--- src/dma_pkg.sv ---
package dma_pkg;

  // number of register ports in front of the arbiter
  localparam int unsigned num_ports = 2;

  // index into the port arrays, at least one bit wide
  localparam int unsigned port_idx_width = (num_ports > 1) ? $clog2(num_ports) : 1;

  // transfer id counter width
  localparam int unsigned id_width = 8;

  // address, length and stride width
  localparam int unsigned addr_width = 32;

  // register bus widths
  localparam int unsigned reg_addr_width = 4;
  localparam int unsigned reg_width      = 32;

  // register word addresses
  localparam logic [reg_addr_width-1:0] reg_src_addr   = 4'd0;
  localparam logic [reg_addr_width-1:0] reg_dst_addr   = 4'd1;
  localparam logic [reg_addr_width-1:0] reg_num_bytes  = 4'd2;
  localparam logic [reg_addr_width-1:0] reg_conf       = 4'd3;
  localparam logic [reg_addr_width-1:0] reg_stride_src = 4'd4;
  localparam logic [reg_addr_width-1:0] reg_stride_dst = 4'd5;
  localparam logic [reg_addr_width-1:0] reg_num_reps   = 4'd6;
  localparam logic [reg_addr_width-1:0] reg_status     = 4'd7;
  localparam logic [reg_addr_width-1:0] reg_next_id    = 4'd8;
  localparam logic [reg_addr_width-1:0] reg_done       = 4'd9;

  // bit positions inside the configuration register
  localparam int unsigned conf_decouple_bit = 0;
  localparam int unsigned conf_deburst_bit  = 1;
  localparam int unsigned conf_twod_bit     = 2;

  // issued 2D transfers that may wait for completion in the midend
  localparam int unsigned mid_queue_depth = 4;

  // one 2D transfer as handed from the frontend to the midend
  typedef struct packed {
    logic [addr_width-1:0] src_addr;
    logic [addr_width-1:0] dst_addr;
    logic [addr_width-1:0] length;
    logic                  decouple;
    logic                  deburst;
    logic [addr_width-1:0] reps;
    logic [addr_width-1:0] src_stride;
    logic [addr_width-1:0] dst_stride;
  } burst_req_t;

endpackage
--- src/dma_subsys_top.sv ---
`timescale 1ns/1ps

module dma_subsys_top
  import dma_pkg::*;
(
  input  logic                                     clk_i,
  input  logic                                     rst_n_i,
  input  logic [num_ports-1:0]                     reg_valid_i,
  input  logic [num_ports-1:0]                     reg_write_i,
  input  logic [num_ports-1:0][reg_addr_width-1:0] reg_addr_i,
  input  logic [num_ports-1:0][reg_width-1:0]      reg_wdata_i,
  output logic [num_ports-1:0]                     reg_ready_o,
  output logic [num_ports-1:0][reg_width-1:0]      reg_rdata_o,
  output logic                                     be_valid_o,
  output logic [addr_width-1:0]                    be_src_addr_o,
  output logic [addr_width-1:0]                    be_dst_addr_o,
  output logic [addr_width-1:0]                    be_length_o,
  output logic                                     be_decouple_o,
  output logic                                     be_deburst_o,
  input  logic                                     be_ready_i,
  input  logic                                     be_done_i
);

  burst_req_t burst_req;
  logic       burst_valid;
  logic       burst_ready;
  logic       mid_idle;
  logic       trans_complete;

  dma_reg32_2d_frontend u_frontend (
    .clk_i            (clk_i),
    .rst_n_i          (rst_n_i),
    .reg_valid_i      (reg_valid_i),
    .reg_write_i      (reg_write_i),
    .reg_addr_i       (reg_addr_i),
    .reg_wdata_i      (reg_wdata_i),
    .reg_ready_o      (reg_ready_o),
    .reg_rdata_o      (reg_rdata_o),
    .burst_req_o      (burst_req),
    .burst_valid_o    (burst_valid),
    .burst_ready_i    (burst_ready),
    .backend_idle_i   (mid_idle),
    .trans_complete_i (trans_complete)
  );

  dma_2d_midend u_midend (
    .clk_i            (clk_i),
    .rst_n_i          (rst_n_i),
    .burst_req_i      (burst_req),
    .burst_valid_i    (burst_valid),
    .burst_ready_o    (burst_ready),
    .be_valid_o       (be_valid_o),
    .be_src_addr_o    (be_src_addr_o),
    .be_dst_addr_o    (be_dst_addr_o),
    .be_length_o      (be_length_o),
    .be_decouple_o    (be_decouple_o),
    .be_deburst_o     (be_deburst_o),
    .be_ready_i       (be_ready_i),
    .be_done_i        (be_done_i),
    .idle_o           (mid_idle),
    .trans_complete_o (trans_complete)
  );

endmodule

--- src/dma_2d_midend.sv ---
`timescale 1ns/1ps

module dma_2d_midend
  import dma_pkg::*;
(
  input  logic                  clk_i,
  input  logic                  rst_n_i,
  input  burst_req_t            burst_req_i,
  input  logic                  burst_valid_i,
  output logic                  burst_ready_o,
  output logic                  be_valid_o,
  output logic [addr_width-1:0] be_src_addr_o,
  output logic [addr_width-1:0] be_dst_addr_o,
  output logic [addr_width-1:0] be_length_o,
  output logic                  be_decouple_o,
  output logic                  be_deburst_o,
  input  logic                  be_ready_i,
  input  logic                  be_done_i,
  output logic                  idle_o,
  output logic                  trans_complete_o
);

  // current 2D transfer being cut into 1D bursts
  logic                  active_q;
  logic [addr_width-1:0] src_q;
  logic [addr_width-1:0] dst_q;
  logic [addr_width-1:0] len_q;
  logic                  decouple_q;
  logic                  deburst_q;
  logic [addr_width-1:0] reps_left_q;
  logic [addr_width-1:0] src_stride_q;
  logic [addr_width-1:0] dst_stride_q;

  // repetition counts of issued transfers awaiting their done pulses
  logic [addr_width-1:0]                    q_mem [mid_queue_depth];
  logic [$clog2(mid_queue_depth)-1:0]       wr_ptr_q;
  logic [$clog2(mid_queue_depth)-1:0]       rd_ptr_q;
  logic [$clog2(mid_queue_depth+1)-1:0]     q_cnt_q;
  logic [addr_width-1:0]                    done_cnt_q;
  logic                                     complete_q;
  logic                                     accept;
  logic                                     push;
  logic                                     pop;

  assign burst_ready_o = !active_q && (q_cnt_q != ($clog2(mid_queue_depth+1))'(mid_queue_depth));
  assign accept        = burst_valid_i && burst_ready_o;
  assign push          = accept;
  assign pop           = be_done_i && (done_cnt_q + addr_width'(1) == q_mem[rd_ptr_q]);

  always_ff @(posedge clk_i) begin
    if (!rst_n_i) begin
      active_q <= 1'b0;
    end else if (accept) begin
      active_q <= 1'b1;
    end else if (be_valid_o && be_ready_i && (reps_left_q == addr_width'(1))) begin
      active_q <= 1'b0;
    end
  end

  // payload follows the request, running addresses step by the strides
  always_ff @(posedge clk_i) begin
    if (accept) begin
      src_q        <= burst_req_i.src_addr;
      dst_q        <= burst_req_i.dst_addr;
      len_q        <= burst_req_i.length;
      decouple_q   <= burst_req_i.decouple;
      deburst_q    <= burst_req_i.deburst;
      reps_left_q  <= burst_req_i.reps;
      src_stride_q <= burst_req_i.src_stride;
      dst_stride_q <= burst_req_i.dst_stride;
    end else if (be_valid_o && be_ready_i) begin
      src_q       <= src_q + src_stride_q;
      dst_q       <= dst_q + dst_stride_q;
      reps_left_q <= reps_left_q - addr_width'(1);
    end
  end

  always_ff @(posedge clk_i) begin
    if (push) begin
      q_mem[wr_ptr_q] <= burst_req_i.reps;
    end
  end

  always_ff @(posedge clk_i) begin
    if (!rst_n_i) begin
      wr_ptr_q   <= '0;
      rd_ptr_q   <= '0;
      q_cnt_q    <= '0;
      done_cnt_q <= '0;
      complete_q <= 1'b0;
    end else begin
      complete_q <= pop;
      if (push) begin
        wr_ptr_q <= wr_ptr_q + 1'b1;
      end
      if (pop) begin
        rd_ptr_q   <= rd_ptr_q + 1'b1;
        done_cnt_q <= '0;
      end else if (be_done_i) begin
        done_cnt_q <= done_cnt_q + addr_width'(1);
      end
      if (push && !pop) begin
        q_cnt_q <= q_cnt_q + 1'b1;
      end else if (pop && !push) begin
        q_cnt_q <= q_cnt_q - 1'b1;
      end
    end
  end

  assign be_valid_o       = active_q;
  assign be_src_addr_o    = src_q;
  assign be_dst_addr_o    = dst_q;
  assign be_length_o      = len_q;
  assign be_decouple_o    = decouple_q;
  assign be_deburst_o     = deburst_q;
  assign trans_complete_o = complete_q;

  // stay busy through the completion pulse so status and done agree
  assign idle_o = !active_q && (q_cnt_q == '0) && !complete_q;

  a_done_has_entry : assert property (@(posedge clk_i) disable iff (!rst_n_i)
    be_done_i |-> (q_cnt_q != '0));

  a_be_hold : assert property (@(posedge clk_i) disable iff (!rst_n_i)
    be_valid_o && !be_ready_i |=> be_valid_o &&
      $stable({be_src_addr_o, be_dst_addr_o, be_length_o, be_decouple_o, be_deburst_o}));

endmodule

--- src/dma_reg32_2d_frontend.sv ---
`timescale 1ns/1ps

module dma_reg32_2d_frontend
  import dma_pkg::*;
(
  input  logic                                     clk_i,
  input  logic                                     rst_n_i,
  input  logic [num_ports-1:0]                     reg_valid_i,
  input  logic [num_ports-1:0]                     reg_write_i,
  input  logic [num_ports-1:0][reg_addr_width-1:0] reg_addr_i,
  input  logic [num_ports-1:0][reg_width-1:0]      reg_wdata_i,
  output logic [num_ports-1:0]                     reg_ready_o,
  output logic [num_ports-1:0][reg_width-1:0]      reg_rdata_o,
  output burst_req_t                               burst_req_o,
  output logic                                     burst_valid_o,
  input  logic                                     burst_ready_i,
  input  logic                                     backend_idle_i,
  input  logic                                     trans_complete_i
);

  logic [num_ports-1:0] arb_valid;
  logic [num_ports-1:0] arb_ready;
  burst_req_t           arb_req [num_ports];
  logic [id_width-1:0]  next_id;
  logic [id_width-1:0]  done_id;
  logic                 busy;
  logic                 issue;

  assign busy = !backend_idle_i;

  for (genvar i = 0; i < num_ports; i++) begin : gen_ports
    dma_conf_regs u_conf_regs (
      .clk_i          (clk_i),
      .rst_n_i        (rst_n_i),
      .reg_valid_i    (reg_valid_i[i]),
      .reg_write_i    (reg_write_i[i]),
      .reg_addr_i     (reg_addr_i[i]),
      .reg_wdata_i    (reg_wdata_i[i]),
      .reg_ready_o    (reg_ready_o[i]),
      .reg_rdata_o    (reg_rdata_o[i]),
      .next_id_i      (next_id),
      .done_id_i      (done_id),
      .busy_i         (busy),
      .launch_ready_i (arb_ready[i]),
      .launch_valid_o (arb_valid[i]),
      .burst_req_o    (arb_req[i])
    );
  end

  // grant reaches the port in the same cycle the midend takes the request
  dma_rr_arb #(
    .payload_t (burst_req_t)
  ) u_arb (
    .clk_i   (clk_i),
    .rst_n_i (rst_n_i),
    .req_i   (arb_valid),
    .gnt_o   (arb_ready),
    .data_i  (arb_req),
    .valid_o (burst_valid_o),
    .ready_i (burst_ready_i),
    .data_o  (burst_req_o)
  );

  assign issue = burst_valid_o && burst_ready_i;

  dma_transfer_id_gen u_id_gen (
    .clk_i       (clk_i),
    .rst_n_i     (rst_n_i),
    .issue_i     (issue),
    .retire_i    (trans_complete_i),
    .next_o      (next_id),
    .completed_o (done_id)
  );

endmodule

--- src/dma_transfer_id_gen.sv ---
`timescale 1ns/1ps

module dma_transfer_id_gen
  import dma_pkg::*;
(
  input  logic                clk_i,
  input  logic                rst_n_i,
  input  logic                issue_i,
  input  logic                retire_i,
  output logic [id_width-1:0] next_o,
  output logic [id_width-1:0] completed_o
);

  logic [id_width-1:0] next_q;
  logic [id_width-1:0] completed_q;

  // first transfer gets id 1, id 0 means nothing launched
  always_ff @(posedge clk_i) begin
    if (!rst_n_i) begin
      next_q <= id_width'(1);
    end else if (issue_i) begin
      next_q <= next_q + id_width'(1);
    end
  end

  // completions retire in issue order so a plain count is the last done id
  always_ff @(posedge clk_i) begin
    if (!rst_n_i) begin
      completed_q <= '0;
    end else if (retire_i) begin
      completed_q <= completed_q + id_width'(1);
    end
  end

  assign next_o      = next_q;
  assign completed_o = completed_q;

endmodule

--- src/dma_rr_arb.sv ---
`timescale 1ns/1ps

module dma_rr_arb
  import dma_pkg::*;
#(
  parameter type payload_t = logic
) (
  input  logic                 clk_i,
  input  logic                 rst_n_i,
  input  logic [num_ports-1:0] req_i,
  output logic [num_ports-1:0] gnt_o,
  input  payload_t             data_i [num_ports],
  output logic                 valid_o,
  input  logic                 ready_i,
  output payload_t             data_o
);

  logic [port_idx_width-1:0] rr_q;
  logic [port_idx_width-1:0] idx_q;
  logic                      lock_q;
  logic [port_idx_width-1:0] pick;
  logic [port_idx_width-1:0] sel;

  // search starts one past the port served last
  always_comb begin
    int unsigned cand;
    logic        found;
    pick  = rr_q;
    found = 1'b0;
    for (int unsigned k = 1; k <= num_ports; k++) begin
      cand = (int'(rr_q) + k) % num_ports;
      if (!found && req_i[cand]) begin
        pick  = port_idx_width'(cand);
        found = 1'b1;
      end
    end
  end

  // hold the previous choice while the downstream stalls
  assign sel     = lock_q ? idx_q : pick;
  assign valid_o = req_i[sel];
  assign data_o  = data_i[sel];

  always_comb begin
    gnt_o      = '0;
    gnt_o[sel] = valid_o && ready_i;
  end

  always_ff @(posedge clk_i) begin
    if (!rst_n_i) begin
      rr_q   <= port_idx_width'(num_ports - 1);
      idx_q  <= '0;
      lock_q <= 1'b0;
    end else begin
      lock_q <= valid_o && !ready_i;
      if (valid_o && !ready_i) begin
        idx_q <= sel;
      end
      if (valid_o && ready_i) begin
        rr_q <= sel;
      end
    end
  end

  // a stalled grant keeps its requester and payload
  a_lock_hold : assert property (@(posedge clk_i) disable iff (!rst_n_i)
    valid_o && !ready_i |=> valid_o && $stable(data_o));

endmodule

--- src/dma_conf_regs.sv ---
`timescale 1ns/1ps

module dma_conf_regs
  import dma_pkg::*;
(
  input  logic                      clk_i,
  input  logic                      rst_n_i,
  input  logic                      reg_valid_i,
  input  logic                      reg_write_i,
  input  logic [reg_addr_width-1:0] reg_addr_i,
  input  logic [reg_width-1:0]      reg_wdata_i,
  output logic                      reg_ready_o,
  output logic [reg_width-1:0]      reg_rdata_o,
  input  logic [id_width-1:0]       next_id_i,
  input  logic [id_width-1:0]       done_id_i,
  input  logic                      busy_i,
  input  logic                      launch_ready_i,
  output logic                      launch_valid_o,
  output burst_req_t                burst_req_o
);

  logic [reg_width-1:0] src_addr_q;
  logic [reg_width-1:0] dst_addr_q;
  logic [reg_width-1:0] num_bytes_q;
  logic [reg_width-1:0] conf_q;
  logic [reg_width-1:0] stride_src_q;
  logic [reg_width-1:0] stride_dst_q;
  logic [reg_width-1:0] num_reps_q;
  logic                 twod;
  logic                 cfg_ok;
  logic                 next_id_rd;

  always_ff @(posedge clk_i) begin
    if (!rst_n_i) begin
      src_addr_q   <= '0;
      dst_addr_q   <= '0;
      num_bytes_q  <= '0;
      conf_q       <= '0;
      stride_src_q <= '0;
      stride_dst_q <= '0;
      num_reps_q   <= '0;
    end else if (reg_valid_i && reg_write_i) begin
      case (reg_addr_i)
        reg_src_addr:   src_addr_q   <= reg_wdata_i;
        reg_dst_addr:   dst_addr_q   <= reg_wdata_i;
        reg_num_bytes:  num_bytes_q  <= reg_wdata_i;
        reg_conf:       conf_q       <= reg_wdata_i;
        reg_stride_src: stride_src_q <= reg_wdata_i;
        reg_stride_dst: stride_dst_q <= reg_wdata_i;
        reg_num_reps:   num_reps_q   <= reg_wdata_i;
        default: ;
      endcase
    end
  end

  assign twod = conf_q[conf_twod_bit];

  // a 2D transfer without repetitions is rejected like a zero length one
  assign cfg_ok = (num_bytes_q != '0) && (!twod || (num_reps_q != '0));

  assign next_id_rd     = reg_valid_i && !reg_write_i && (reg_addr_i == reg_next_id);
  assign launch_valid_o = next_id_rd && cfg_ok;

  // a launching read waits for the grant, everything else completes at once
  assign reg_ready_o = launch_valid_o ? launch_ready_i : 1'b1;

  always_comb begin
    case (reg_addr_i)
      reg_src_addr:   reg_rdata_o = src_addr_q;
      reg_dst_addr:   reg_rdata_o = dst_addr_q;
      reg_num_bytes:  reg_rdata_o = num_bytes_q;
      reg_conf:       reg_rdata_o = conf_q;
      reg_stride_src: reg_rdata_o = stride_src_q;
      reg_stride_dst: reg_rdata_o = stride_dst_q;
      reg_num_reps:   reg_rdata_o = num_reps_q;
      reg_status:     reg_rdata_o = reg_width'(busy_i);
      reg_next_id:    reg_rdata_o = cfg_ok ? reg_width'(next_id_i) : '0;
      reg_done:       reg_rdata_o = reg_width'(done_id_i);
      default:        reg_rdata_o = '0;
    endcase
  end

  always_comb begin
    burst_req_o.src_addr   = src_addr_q;
    burst_req_o.dst_addr   = dst_addr_q;
    burst_req_o.length     = num_bytes_q;
    burst_req_o.decouple   = conf_q[conf_decouple_bit];
    burst_req_o.deburst    = conf_q[conf_deburst_bit];
    // plain 1D transfers run exactly once
    burst_req_o.reps       = twod ? num_reps_q : addr_width'(1);
    burst_req_o.src_stride = stride_src_q;
    burst_req_o.dst_stride = stride_dst_q;
  end

  // a pending launch stays up with an unchanged request until the arbiter takes it
  a_req_stable : assert property (@(posedge clk_i) disable iff (!rst_n_i)
    launch_valid_o && !launch_ready_i |=> launch_valid_o && $stable(burst_req_o));

endmodule

--- config.mk ---
export PLATFORM = sky130hd
export DESIGN_NAME = dma_subsys_top
export DESIGN_NICKNAME = d
export VERILOG_FILES = /design/src/dma_pkg.sv /design/src/dma_subsys_top.sv /design/src/dma_2d_midend.sv /design/src/dma_reg32_2d_frontend.sv /design/src/dma_transfer_id_gen.sv /design/src/dma_rr_arb.sv /design/src/dma_conf_regs.sv
export SDC_FILE = /design/constraint.sdc
export NUM_CORES = 2
export LEC_CHECK = 0
export ABC_CLOCK_PERIOD_IN_PS = 14500
export BUFFER_PORTS_ARGS = -buffer_cell sky130_fd_sc_hd__buf_2
export CAP_MARGIN = 20
export CORE_ASPECT_RATIO = 1.25
export CORE_UTILIZATION = 40
export DETAILED_ROUTE_END_ITERATION = 8
export GPL_TIMING_DRIVEN = 0
export PLACE_DENSITY = 0.59
export SLEW_MARGIN = 20
export SYNTH_ARGS = -nofsm -noshare
export SYNTH_HDL_FRONTEND = slang
export SYNTH_SLANG_ARGS = --single-unit
export TNS_END_PERCENT = 1
--- constraint.sdc ---
create_clock -name clk_i -period 14.5 [get_ports clk_i]
set_input_delay 3.625 -clock clk_i [delete_from_list [all_inputs] [get_ports clk_i]]
set_output_delay 3.625 -clock clk_i [all_outputs]
set_load 0.005 [all_outputs]
==> results_dict.tcl <==
set metrics [dict create \
    die-area_um2 102000 \
    r2r_slack_ns 8.51 \
    async_reset_ff_share_pct 0 \
    fin_crit_sh_pct 78.2 \
    syn_area_um2 40300 \
    clkTransAtPathRegs_ns 0.06 \
    tns_ns 0 \
    fp.dieH_um 357 \
    maxCapViolations 0 \
    grt_max_degree 58 \
    drt_iter0_markers 4141 \
    synth_top_flop_cell "dfxtp_1" \
    peakVddDrop_mv 0.0822 \
    area_growth_pct 15.6 \
    crit_start "reg_addr_i[1]" \
    antenna_found_initial 37 \
    numCtsBuffers 91 \
    grt_pass1_wl_mm 249 \
    clock_latency_ns 0.69 \
    place_congestion 1.05 \
    rsz0062_at_grt "no" \
    critPathArrivalTime_ns 7.71 \
    final_cell_mix "1105 x nand2_1, 510 x dfxtp_1, 458 x a21boi_0, 322 x edfxtp_1, 267 x buf_2" \
    hp-start "u_frontend.gen_ports[0].u_conf_regs.conf_q[10]" \
    layout_commonest_cell "nand2_1" \
    crit_path_start_kind "input port" \
    worst_slew_pin_slew_ns 1.21 \
    finalNetCount 4688 \
    cts_tree "yes" \
    end_kind "output port" \
    cts_sinks 832 \
    drc 0 \
    vias 35500 \
    cts.path.max_buffers 3 \
    holdWs_ns 0.465 \
    synthTopCellsByArea "dfxtp_1 25%, edfxtp_1 24%, nand2_1 10%" \
    start_util_pct 40.6 \
    postCtsSetupRepairBufs 0 \
    yosysWarningCount 0 \
    fp-row-count 129 \
    hold_class "reg2reg" \
    track_usage_pct 34.8 \
    fin_area_um2 46600 \
    p_leak_nw 16.0 \
    yosysSeqAreaShare_pct 49.3 \
    cts_resized 0 \
    final_antenna_net_count 0 \
    final_cell_count_no_fill 5938 \
    fill_cells 9707 \
    drt-total-wl_mm 181 \
    dpl.hpwl_mm 139 \
    cp_max_fo 10 \
    io_pins 245 \
    syn_nets 4345 \
    drv_slew 0 \
    dr.pass1.iters 9 \
    ys_types 85 \
    overflow 0 \
    syn_inst 4190 \
    routedWlPerCell_um 30.4 \
    ys_ff_latch 832 \
    portBuffers 240 \
    die_w_um 286 \
    run_status "complete, no violations" \
    cp.required_ns 10.88 \
    fmax_mhz 88.2 \
    hold_viol 0 \
    cts-root-buf "clkbuf_16" \
    synth-edff-count 322 \
    slew_headroom_pct 19.5 \
    grt_pass1_vias 33400 \
    vias_per_cell 5.98 \
    avgSynthCellArea_um2 9.63 \
    core_area_um2 99400 \
    drive_gt1_share_pct 13.6 \
    fin_crit_ns 11.33 \
    hold_buffers 0 \
    skew_ns 0.0417 \
    htreeDepth 3 \
    setup_viol 0 \
    power_mw 5.10 \
    synth_top_area_cell "dfxtp_1" \
    power.density_nw_per_um2 109 \
    worstSetupPathType "in2out" \
    dp_cells 5750 \
    place_area_um2 43400 \
    synth_top_area_share_pct 25.3 \
]
## final cells by class
type	count	area, um2	area share (%)
Sequential cell	832	19900	42.6
Clock inverter	42	425	0.912
Tap cell	1310	1640	3.51
Multi-Input combinational cell	3043	19200	41.2
Antenna cell	17	42.5	0.0912
Buffer	287	1200	2.58
Inverter	28	105	0.225
Clock buffer	129	2730	5.84
Timing Repair Buffer	250	1400	3.00
## metrics by stage
| stage | setup WS (ns) | utilization (%) |
|---|---|---|
| 2_1_floorplan | 5.09 | - |
| 3_3_place_gp | 2.97 | 43.4 |
| 3_5_place_dp | 2.96 | 43.7 |
| 4_1_cts | 2.93 | 46.9 |
| 5_1_grt | 3.24 | 46.9 |
| 6_report | 3.17 | 46.9 |
## worst max-delay path, cell delays in order
cell	delay (ns)
buf_2	0.14
nor2_1	0.27
o2111ai_1	0.18
or4b_1	0.66
nor4b_2	0.85
clkbuf_1	0.82
clkbuf_2	0.64
or2_2	0.28
buf_4	0.12
buf_2	0.10
## cell families (layout without fill, tap and decap cells)
| kind of cell | count (synthesis) | count (layout) | synth area share, % |
|---|---|---|---|
| flops | 832 | 832 | 49.3 |
| buf+inv | 315 | 736 | 3.22 |
| other cells | 0 | 17 | 0 |
| xor+xnor | 167 | 167 | 3.73 |
| compound gates | 1027 | 1027 | 18.5 |
| simple gates | 1591 | 1591 | 17.0 |
| mux | 183 | 183 | 5.90 |
| fa+ha+maj | 75 | 75 | 2.38 |
## final timing paths
kind,cells past startpoint,endpoint
worst max register to register,17,u_midend.q_cnt_q[2]
worst max-delay path,10,reg_ready_o[0]
worst min-delay path,2,u_frontend.gen_ports[0].u_conf_regs.conf_q[10]
worst min register to register,2,u_frontend.gen_ports[0].u_conf_regs.conf_q[10]
## report_power, final
part / switching (mW) / internal (mW) / total, mW
sequential: 0.0193 / 2.43 / 2.45
combinational: 0.136 / 0.0550 / 0.191
clock: 1.04 / 1.43 / 2.46
total: 1.19 / 3.91 / 5.10
## cell usage after synthesis, types with 9 or more instances
library cell / n
nand4_1: 50
nor4_1: 44
o211ai_1: 10
o21ai_0: 127
a221oi_1: 16
clkbuf_1: 238
buf_2: 28
mux2_2: 111
nor2b_1: 15
a31oi_1: 12
a22o_1: 27
a21boi_0: 458
or2_2: 9
nand3_1: 99
a22oi_1: 192
dfxtp_1: 510
nand2b_1: 19
inv_1: 27
edfxtp_1: 322
ha_1: 72
and3_1: 28
o21a_1: 16
a21oi_1: 51
xor2_1: 72
nor3_1: 40
nor2_1: 107
a21o_1: 23
and2_1: 21
mux4_2: 29
nand2_1: 1106
mux2i_1: 40
or3_1: 16
a222oi_1: 37
xnor2_1: 91
## layer usage
metal,up-vias,global-route usage (%),wire (um)
li1,15800,-,-
met1,17100,39.1,63800
met2,1906,54.3,80000
met3,654,7.28,14900
met4,36,34.5,21800
met5,-,0,236
## state kept, by name, indices dropped and copies added, names as in the netlist, 64 cells and up, named ones only
signal                                         flops
u_midend.q_mem                                   128
u_frontend.gen_ports.u_conf_regs.num_reps_q       64
u_frontend.gen_ports.u_conf_regs.num_bytes_q      64
u_frontend.gen_ports.u_conf_regs.conf_q           64
u_frontend.gen_ports.u_conf_regs.stride_dst_q     64
u_frontend.gen_ports.u_conf_regs.dst_addr_q       64
u_frontend.gen_ports.u_conf_regs.stride_src_q     64
u_frontend.gen_ports.u_conf_regs.src_addr_q       64
(Power assumes the default switching activity.)
